File: src/hw/memControl_config.svh
`ifndef MEM_CONTROL_CONFIG_SVH
`define MEM_CONTROL_CONFIG_SVH

// Memory function field of the microword
`define MEM_FIELD_W 4

// Magic number field, shared by the EA and conditional fetch views
`define MAGIC_W 9

// Held request word, same width as the PC flags it is muxed with
`define HELD_W 10

// Diagnostic readback slice
`define DIAG_W 4

`endif

File: src/hw/memControlPkg.sv
`include "memControl_config.svh"

package memControlPkg;

  // One-hot memory functions, group A then group B
  typedef struct packed {
    logic armIndirect;
    logic mbWait;
    logic restoreVma;
    logic aread;
    logic bWrite;
    logic condFetch;
    logic regFunc;
    logic adFunc;
    logic eaCalc;
    logic loadAr;
    logic loadArx;
    logic rwCycle;
    logic rpwCycle;
    logic write;
    logic uncondFetch;
  } memFuncT;

  // Cycle type requested from the memory box
  typedef struct packed {
    logic loadAr;
    logic loadArx;
    logic pause;
    logic write;
  } memReqT;

  typedef struct packed {
    logic user;
    logic public;
    logic previous;
    logic extended;
  } vmaCtxT;

  // Magic field as seen by an EA calculation
  typedef struct packed {
    memReqT req;
    logic spare1;
    logic longEa;
    logic [`MAGIC_W-8:0] spare2;
    logic previous;
  } eaMagicT;

  // Magic field as seen by a conditional fetch
  typedef struct packed {
    logic fetchOn;
    logic [3:0] spare1;
    logic testSkip;
    logic [`MAGIC_W-7:0] spare2;
  } condMagicT;

  typedef union packed {
    eaMagicT ea;
    condMagicT cond;
  } magicU;

endpackage

File: src/hw/memFuncDecode.sv
`timescale 1ns/1ps
`include "memControl_config.svh"

module memFuncDecode (
  input  logic [0:`MEM_FIELD_W-1] memField,
  output memControlPkg::memFuncT   mf
);

  logic [0:7] groupA;
  logic [0:7] groupB;

  // Enabled 3-to-8 decoder, output 0 is the leftmost bit
  function automatic logic [0:7] decode8(input logic en, input logic [0:2] sel);
    logic [0:7] q;
    q = '0;
    if (en) begin
      q[sel] = 1'b1;
    end
    return q;
  endfunction

  // Top bit picks which decoder is enabled
  always_comb begin
    groupA = decode8(~memField[0], memField[1:3]);
    groupB = decode8(memField[0], memField[1:3]);
  end

  // Group A code 0 means no memory function
  always_comb begin
    mf = {groupA[1:7], groupB};
  end

  always_comb begin
    assert ($onehot0(mf))
      else $error("memFuncDecode: more than one memory function for %b", memField);
  end

endmodule

File: src/hw/cycleRequest.sv
`timescale 1ns/1ps
`include "memControl_config.svh"

module cycleRequest (
  input  logic                         clk,
  input  logic                         reset,
  input  logic [0:`MEM_FIELD_W-1]      memField,
  input  memControlPkg::memFuncT       mf,
  input  memControlPkg::magicU         magic,
  input  logic [1:12]                  ad,
  input  logic [0:2]                   dramA,
  input  logic                         testSatisfied,
  output memControlPkg::memReqT        req,
  output logic                         vmaFetch,
  output logic                         storeAr,
  output logic                         mboxCycReq,
  output logic                         skipSatisfied
);

  logic reqEn;
  logic areadLoadAr;
  logic areadLoadArx;
  logic areadPause;
  logic areadWrite;
  logic areadCycle;
  logic fetchTerm;
  memControlPkg::memReqT gatedEa;
  memControlPkg::memReqT gatedAd;
  memControlPkg::memReqT fixedReq;
  memControlPkg::memReqT nextReq;

  assign reqEn = |memField;

  // DRAM A field qualifies the aread function
  assign areadLoadAr = mf.aread & dramA[0];
  assign areadLoadArx = mf.aread & (dramA == 3'd1);
  assign areadPause = mf.aread & (dramA == 3'd7);
  assign areadWrite = mf.aread & ((dramA == 3'd3) | (dramA == 3'd6) | (dramA == 3'd7));
  assign areadCycle = mf.aread & (dramA != 3'd0) & (dramA != 3'd2);

  assign skipSatisfied = mf.condFetch & magic.cond.testSkip & testSatisfied;

  always_comb begin
    gatedEa = mf.eaCalc ? magic.ea.req : '0;
    gatedAd = mf.adFunc ? memControlPkg::memReqT'(ad[1:4]) : '0;
    fixedReq.loadAr = mf.loadAr | mf.rwCycle | mf.rpwCycle | areadLoadAr;
    fixedReq.loadArx = mf.loadArx | mf.uncondFetch | areadLoadArx;
    fixedReq.pause = mf.rpwCycle | areadPause;
    fixedReq.write = mf.write | mf.rwCycle | mf.rpwCycle | mf.bWrite | areadWrite;
    nextReq = gatedEa | gatedAd | fixedReq;
  end

  assign fetchTerm = mf.uncondFetch | areadLoadArx | (mf.adFunc & ad[9]) | skipSatisfied;

  always_ff @(posedge clk) begin
    if (reset) begin
      req <= '0;
      vmaFetch <= 1'b0;
    end else if (reqEn) begin
      req <= nextReq;
      vmaFetch <= fetchTerm;
    end
  end

  // Every group B function needs the memory box
  assign mboxCycReq = memField[0] | areadCycle | mf.condFetch;

  // Read-pause-write with no AR or ARX load
  assign storeAr = req.pause & req.write & ~req.loadAr & ~req.loadArx;

  storeArWrites: assert property (@(posedge clk) disable iff (reset)
    storeAr |-> req.write)
    else $error("cycleRequest: storeAr without a write cycle");

endmodule

File: src/hw/vmaContext.sv
`timescale 1ns/1ps
`include "memControl_config.svh"

module vmaContext (
  input  logic                    clk,
  input  logic                    reset,
  input  logic [0:1]              vmaField,
  input  memControlPkg::memFuncT  mf,
  input  memControlPkg::magicU    magic,
  input  logic [1:12]             ad,
  input  logic                    userMode,
  input  logic                    publicMode,
  input  logic                    skipSatisfied,
  output logic                    loadVma,
  output memControlPkg::vmaCtxT   ctx,
  output logic                    adrErr
);

  memControlPkg::vmaCtxT nextCtx;
  logic longEaCalc;
  logic badSection;
  logic nextAdrErr;

  // A satisfied skip leaves the VMA alone
  assign loadVma = (|vmaField) & ~skipSatisfied;

  always_comb begin
    nextCtx.user = userMode | (mf.adFunc & ad[5]);
    nextCtx.public = publicMode | (mf.adFunc & ad[6]);
    nextCtx.previous = (mf.adFunc & ad[7]) | (mf.eaCalc & magic.ea.previous);
    nextCtx.extended = mf.adFunc & ad[8];
  end

  assign longEaCalc = mf.eaCalc & magic.ea.longEa;

  // Section number out of range for a long EA
  assign badSection = (|ad[6:11]) | ~ad[12];

  assign nextAdrErr = longEaCalc & badSection & ~mf.adFunc;

  always_ff @(posedge clk) begin
    if (reset) begin
      ctx <= '0;
      adrErr <= 1'b0;
    end else if (loadVma) begin
      ctx <= nextCtx;
      adrErr <= nextAdrErr;
    end
  end

  adrErrOnLoad: assert property (@(posedge clk) disable iff (reset)
    $rose(adrErr) |-> $past(loadVma))
    else $error("vmaContext: adrErr rose without a VMA load");

endmodule

File: src/hw/heldDiag.sv
`timescale 1ns/1ps
`include "memControl_config.svh"

module heldDiag (
  input  logic                    clk,
  input  logic                    reset,
  input  logic                    loadHeld,
  input  logic                    condSelVma,
  input  logic [0:`HELD_W-1]      pcFlags,
  input  memControlPkg::memReqT   req,
  input  memControlPkg::vmaCtxT   ctx,
  input  logic                    vmaFetch,
  input  logic                    adrErr,
  input  logic                    mboxCycReq,
  input  logic                    loadVma,
  input  logic                    diagRead,
  input  logic [0:2]              diagSel,
  output logic [0:`HELD_W-1]      heldOrPc,
  output logic [0:`DIAG_W-1]      diagData
);

  logic [0:`HELD_W-1] held;

  // Snapshot of the last request, kept for trap recovery
  always_ff @(posedge clk) begin
    if (reset) begin
      held <= '0;
    end else if (loadHeld) begin
      held <= {req, ctx, vmaFetch, adrErr};
    end
  end

  assign heldOrPc = condSelVma ? held : pcFlags;

  always_comb begin
    diagData = '0;
    if (diagRead) begin
      case (diagSel)
        3'd0: diagData = heldOrPc[0:3];
        3'd1: diagData = heldOrPc[4:7];
        3'd2: diagData = req;
        3'd3: diagData = ctx;
        3'd4: diagData = {vmaFetch, adrErr, mboxCycReq, loadVma};
        // Unused selects read back as zero
        default: diagData = '0;
      endcase
    end
  end

  diagQuiet: assert property (@(posedge clk) disable iff (reset)
    !diagRead |-> (diagData == '0))
    else $error("heldDiag: diagnostic bus driven without diagRead");

endmodule

File: src/hw/memControl.sv
`timescale 1ns/1ps
`include "memControl_config.svh"

module memControl (
  input  logic                        clk,
  input  logic                        reset,
  input  logic [0:`MEM_FIELD_W-1]     memField,
  input  memControlPkg::magicU        magic,
  input  logic [0:1]                  vmaField,
  input  logic [1:12]                 ad,
  input  logic [0:2]                  dramA,
  input  logic                        testSatisfied,
  input  logic                        userMode,
  input  logic                        publicMode,
  input  logic                        loadHeld,
  input  logic                        condSelVma,
  input  logic [0:`HELD_W-1]          pcFlags,
  input  logic                        diagRead,
  input  logic [0:2]                  diagSel,
  output memControlPkg::memReqT       req,
  output logic                        vmaFetch,
  output logic                        storeAr,
  output logic                        mboxCycReq,
  output logic                        loadVma,
  output memControlPkg::vmaCtxT       ctx,
  output logic                        adrErr,
  output logic [0:`HELD_W-1]          heldOrPc,
  output logic [0:`DIAG_W-1]          diagData
);

  memControlPkg::memFuncT mf;
  logic skipSatisfied;

  memFuncDecode i_memFuncDecode (
    .memField (memField),
    .mf       (mf)
  );

  cycleRequest i_cycleRequest (
    .clk           (clk),
    .reset         (reset),
    .memField      (memField),
    .mf            (mf),
    .magic         (magic),
    .ad            (ad),
    .dramA         (dramA),
    .testSatisfied (testSatisfied),
    .req           (req),
    .vmaFetch      (vmaFetch),
    .storeAr       (storeAr),
    .mboxCycReq    (mboxCycReq),
    .skipSatisfied (skipSatisfied)
  );

  vmaContext i_vmaContext (
    .clk           (clk),
    .reset         (reset),
    .vmaField      (vmaField),
    .mf            (mf),
    .magic         (magic),
    .ad            (ad),
    .userMode      (userMode),
    .publicMode    (publicMode),
    .skipSatisfied (skipSatisfied),
    .loadVma       (loadVma),
    .ctx           (ctx),
    .adrErr        (adrErr)
  );

  heldDiag i_heldDiag (
    .clk        (clk),
    .reset      (reset),
    .loadHeld   (loadHeld),
    .condSelVma (condSelVma),
    .pcFlags    (pcFlags),
    .req        (req),
    .ctx        (ctx),
    .vmaFetch   (vmaFetch),
    .adrErr     (adrErr),
    .mboxCycReq (mboxCycReq),
    .loadVma    (loadVma),
    .diagRead   (diagRead),
    .diagSel    (diagSel),
    .heldOrPc   (heldOrPc),
    .diagData   (diagData)
  );

endmodule

File: config.mk
export PLATFORM = sky130hd
export DESIGN_NAME = memControl
export DESIGN_NICKNAME = d
export VERILOG_FILES = /design/src/hw/memControlPkg.sv /design/src/hw/memFuncDecode.sv /design/src/hw/cycleRequest.sv /design/src/hw/vmaContext.sv /design/src/hw/heldDiag.sv /design/src/hw/memControl.sv
export VERILOG_INCLUDE_DIRS = /design/src /design/src/hw
export SDC_FILE = /design/constraint.sdc
export NUM_CORES = 1
export LEC_CHECK = 0
export ABC_AREA = 1
export BUFFER_PORTS_ARGS = -buffer_cell sky130_fd_sc_hd__buf_2
export CAP_MARGIN = 0
export CORE_ASPECT_RATIO = 0.75
export CORE_MARGIN = 8
export CORE_UTILIZATION = 44
export CTS_CLUSTER_SIZE = 30
export DETAILED_ROUTE_END_ITERATION = 16
export PLACE_DENSITY_LB_ADDON = 0.2
export SLEW_MARGIN = 10
export SYNTH_ARGS = -nofsm -noshare
export SYNTH_HDL_FRONTEND = slang
export SYNTH_HIERARCHICAL = 1
export SYNTH_SLANG_ARGS = --single-unit
File: constraint.sdc
create_clock -name clk -period 1.1 [get_ports clk]
set_input_delay 0.11 -clock clk [delete_from_list [all_inputs] [get_ports clk]]
set_output_delay 0.11 -clock clk [all_outputs]
set_load 0.005 [all_outputs]
# Word level (Yosys, flattened, before mapping)
# Cells that the tools add are included.
# Widths: inputs -> output; s select.
[classes]
addsub = 0
multipliers = 0
n_div = 0
order_cmp = 2
eq_ne = 9
shift = 0
n_mux = 9
bitwise = 50
reduce_logical = 6
[ops]
columns = ["cell", "n"]
rows = [
  ["$and 1x1->1", 21],
  ["$or 1x1->1", 21],
  ["$pmux 4 s5", 1],
  ["$mux 4", 4],
  ["$mux 10", 1],
  ["$eq 3x2->1 const B", 3],
  ["$eq 3x3->1 const B", 3],
  ["$mux 8", 1],
  ["$or 4x4->4", 2],
  ["$eq 3x1->1 const B", 2],
  ["$reduce_or 6->1", 1],
  ["$not 1->1", 5],
  ["$ge 4x4->1 const B", 1],
  ["$lt 4x1->1 const B", 1],
  ["$not 3->4", 1],
  ["$reduce_or 4->1", 1],
  ["$demux 1 s3", 1],
  ["$logic_not 3->1", 1],
  ["$ne 3x2->1 const B", 1],
  ["$reduce_bool 3->1", 1],
  ["$reduce_or 2->1", 1],
  ["$logic_and 1x1->1", 1],
  ["$mux 1", 1],
]
[totals]
ff_bits = 20
latchBits = 0
ram_bits = 0
romBits = 0
input_bits = 51
output_inout_bits = 27
elab_cells = 87
mem_count = 0

# Depth between registers and ports, before layout
[logic_depth]
depth_word = 12
mapped_depth = 10
mapped_depth_nobuf = 10

# Cells and area by module
# The synthesis kept the hierarchy.
[modules_own_cells]
columns = ["mod", "instances", "cells_each", "area_per_inst_um2", "seq_area_each_um2"]
rows = [
  ["heldDiag", 1, 117, 670.6, 200.2],
  ["cycleRequest", 1, 61, 351.6, 100.1],
  ["vmaContext", 1, 40, 267.8, 100.1],
  ["memFuncDecode", 1, 30, 123.9, 0.0],
]

# Worst setup path after synthesis
# No wires, ideal clock.
[synth_path]
kind = "input to output"
from = "in memField[3] in the netlist's numbering"
to = "out diagData[2] in the netlist's numbering"
arrival_ns = 1.019
required_time_ns = 0.990
path_slack_ns = -0.029
cell_stages = 10
path_buffers = 0
path_cell_list = "inv_1 nand2_2 nor2_1 nand2_2 nand2_1 or3_1 nand2_1 o21ai_1 nor2_1 nor2_1"
[synth_lines]
columns = ["item", "line_no", "source"]
rows = [
  ["start: declaration", "memControl.sv:7", "input logic [0:`MEM_FIELD_W-1] memField,"],
  ["end: declaration", "memControl.sv:28", "output logic [0:`DIAG_W-1] diagData"],
]

==> key figures <==
Setup path
  – Crit-path leading delay family: simple AND/OR/NAND/NOR gates
  – Data required time of the worst path: 0.99 ns
  – CP Launch Type: primary input
  – Max stage delay on crit path: 0.33 ns
  – Crit end category: primary output
  – Crit-path cells: buf_6 > inv_2 > nand2_4 > nor2_4 > nand2_2 > nand2_2 > or3_4 > nand2_1 > o21ai_1 > nor2_1 > nor2_1 > buf_2
  – Worst path slowest cell: or3_4
  – Worst Path Buf+Inv: 3
  – Crit path DAT: 1.25 ns
  – Kind of critical path: in2out
  – Crit Path Max Fanout: 3

Die
  – Ports: 78
  – Die area: 5260 sq um
  – Die height: 64.8 microns
  – CORE AREA: 2980 sq um
  – DIE WIDTH: 81.1 microns
  – Initial core utilization: 47.0%
  – Row Count: 17

STA
  – Final critical-path required period: 1.36 ns
  – Final hold violations: 0
  – Least-Margin Pin Slew: 0.262 ns
  – Setup Viol. Count Final: 5
  – Max Slew Vio Count: 0
  – Fin crit share: 124%
  – Hold Slack: 0.125 ns
  – RSZ-0062 raised after global routing: true
  – Clk_skew: 0.000601 ns
  – Slew Limit Headroom: 82.6%
  – Fmax: 734 MHz
  – Worst Slack Setup Final: -0.262 ns

GRT
  – Total gr overflow: 0
  – Initial antenna violation count: 0
  – Vias in the first global route: 1,801
  – Largest net degree at the start of global routing: 16
  – First-pass GRT wire length: 8420 microns
  – GRT Total Usage: 19.6%

Yosys
  – Mapped cell area: 1400 sq um
  – Avg Cell Area, Syn: 5.73 sq um
  – Yosys warns: 6
  – Mapped Nets: 295
  – Post-Syn Instances: 244

Cells and area
  – Multi-input logic area: 987 sq um
  – Fill count: 258
  – Layout cell share with drive strength beyond 1: 50.0%
  – Synthesis-to-finish area growth: 62.0%
  – Antenna cells: 0
  – Final Util: 76.1%
  – Register area: 414 sq um
  – NumNets Final: 405

Clock network
  – Worst skew pair latency: 0.25 ns
  – Clock H-tree levels: 1
  – Clock Sinks: 20
  – Max clock buf depth: 2
  – Cts hold-fix bufs: 0
  – CTS tree: done
  – Worst-path clk slew: 0.06 ns
  – Number of buffers created by CTS: 3
  – Clock Root Buffer: clkbuf_8

Pwr
  – Gate power share: 31.9%
  – Sequential power share: 43.0%
  – Net Sw Power: 558 uW
  – Pwr Density: 812 nW/um^2
  – Pint: 1280 uW
  – Sw Ratio: 30.3%
  – Clock power frac: 25.1%
  – Maximum vdd drop: 785 uV
  – Lkg Pwr: 0.00122 uW

Status
  – Failing checks: setup timing
  – Status: complete, but fails checks

Placement
  – Global placer's final weighted congestion: 0.919
  – Port-buffer cells: 74
  – Post-DP HPWL: 4190 microns

Routing
  – DRT iter0 DRCs: 175
  – Antenna-violating nets left: 0
  – Via/cell ratio: 5.04
  – WL final: 5370 microns
  – Via count: 1,964
  – DRC Markers: 0
  – First drt pass iteration count: 4
  – Wire length per cell: 13.8 microns

Flow run
  – Max cap viols: 0

Worst hold path
  – Tightest Hold Check Type: in2reg
[cells in the final DEF (no fill, tap or decap), drive strengths merged]
| master | instances |
|---|---|
| a211oi | 4 |
| o21bai | 1 |
| o21ai | 13 |
| nor3 | 1 |
| nand4 | 5 |
| clkbuf | 3 |
| nand2 | 89 |
| or3 | 1 |
| nand3b | 2 |
| buf | 108 |
| inv | 27 |
| a21oi | 14 |
| dfxtp | 20 |
| nand3 | 16 |
| nor2 | 48 |
[flip-flops by register name, indices dropped and copies added, names as in the netlist]
name / flops
i_cycleRequest/vmaFetch: 1
i_vmaContext/ctx: 4
i_cycleRequest/req: 4
i_heldDiag/held: 10
i_vmaContext/adrErr: 1
[worst register-to-register path, cell delays in order (launching register included)]
cell,delay [ns]
dfxtp_2,0.33
buf_6,0.12
nand3b_1,0.14
nand2_1,0.08
inv_1,0.05
nand2_1,0.06
inv_1,0.04
[routing by layer]
metal	GRT usage (%)	share of wire, %
met1	28.3	45
met5	0	0
met4	4.67	1.5
met3	4.13	8.9
met2	28.7	45
[area by class of cell]
cell class / instances / share of cell area [%]
tap: 38 / 2.10
clock buffer: 3 / 1.82
sequential: 20 / 18.3
inverter: 27 / 4.47
multi-input combinational: 194 / 43.6
timing repair buffer: 108 / 29.8
[metrics by stage]
stage / setup slack (ns) / total power [uW] / cell area, sq um / cells / TNS (ns)
finish: -0.262 / 1840 / 2270 / 390 / -0.701
global route: -0.352 / 1930 / 2270 / 390 / -1.06
CTS: -0.238 / 1810 / 2180 / 389 / -0.671
detailed placement: -0.305 / 1320 / 2040 / 383 / -1.84
global placement: -0.259 / 1310 / 2040 / 383 / -1.52
floorplan: 0.00302 / 1020 / 1400 / 244 / 0
[power by group through the flow]
stage          combinational, uW  sequential, uW  clock (uW)
2_1_floorplan                217             799           0
5_1_grt                      642             793         498
4_1_cts                      550             785         471
6_report                     587             790         462
3_5_place_dp                 518             798           0
3_3_place_gp                 511             798           0
[timing repair]
action                                  4_1_cts  5_1_grt
buffers inserted                              3        1
endpoints found under the setup margin        7        8
gates cloned                                  0        0
endpoints found under the hold margin         0        0
gates resized for setup                      25       27
pin swaps                                    11        5
[path summary, 6_finish.rpt]
| kind | startpoint | endpoint | slack [ns] | cells past startpoint |
|---|---|---|---|---|
| min reg2reg | i_heldDiag/held[3] | i_heldDiag/held[3] | 0.46 | 2 |
| max | memField[0] | diagData[2] | -0.26 | 12 |
| max reg2reg | i_cycleRequest/req[0] | i_cycleRequest/req[0] | 0.19 | 6 |
| min | userMode | i_vmaContext/ctx[3] | 0.13 | 3 |
(Power assumes the default switching activity.)
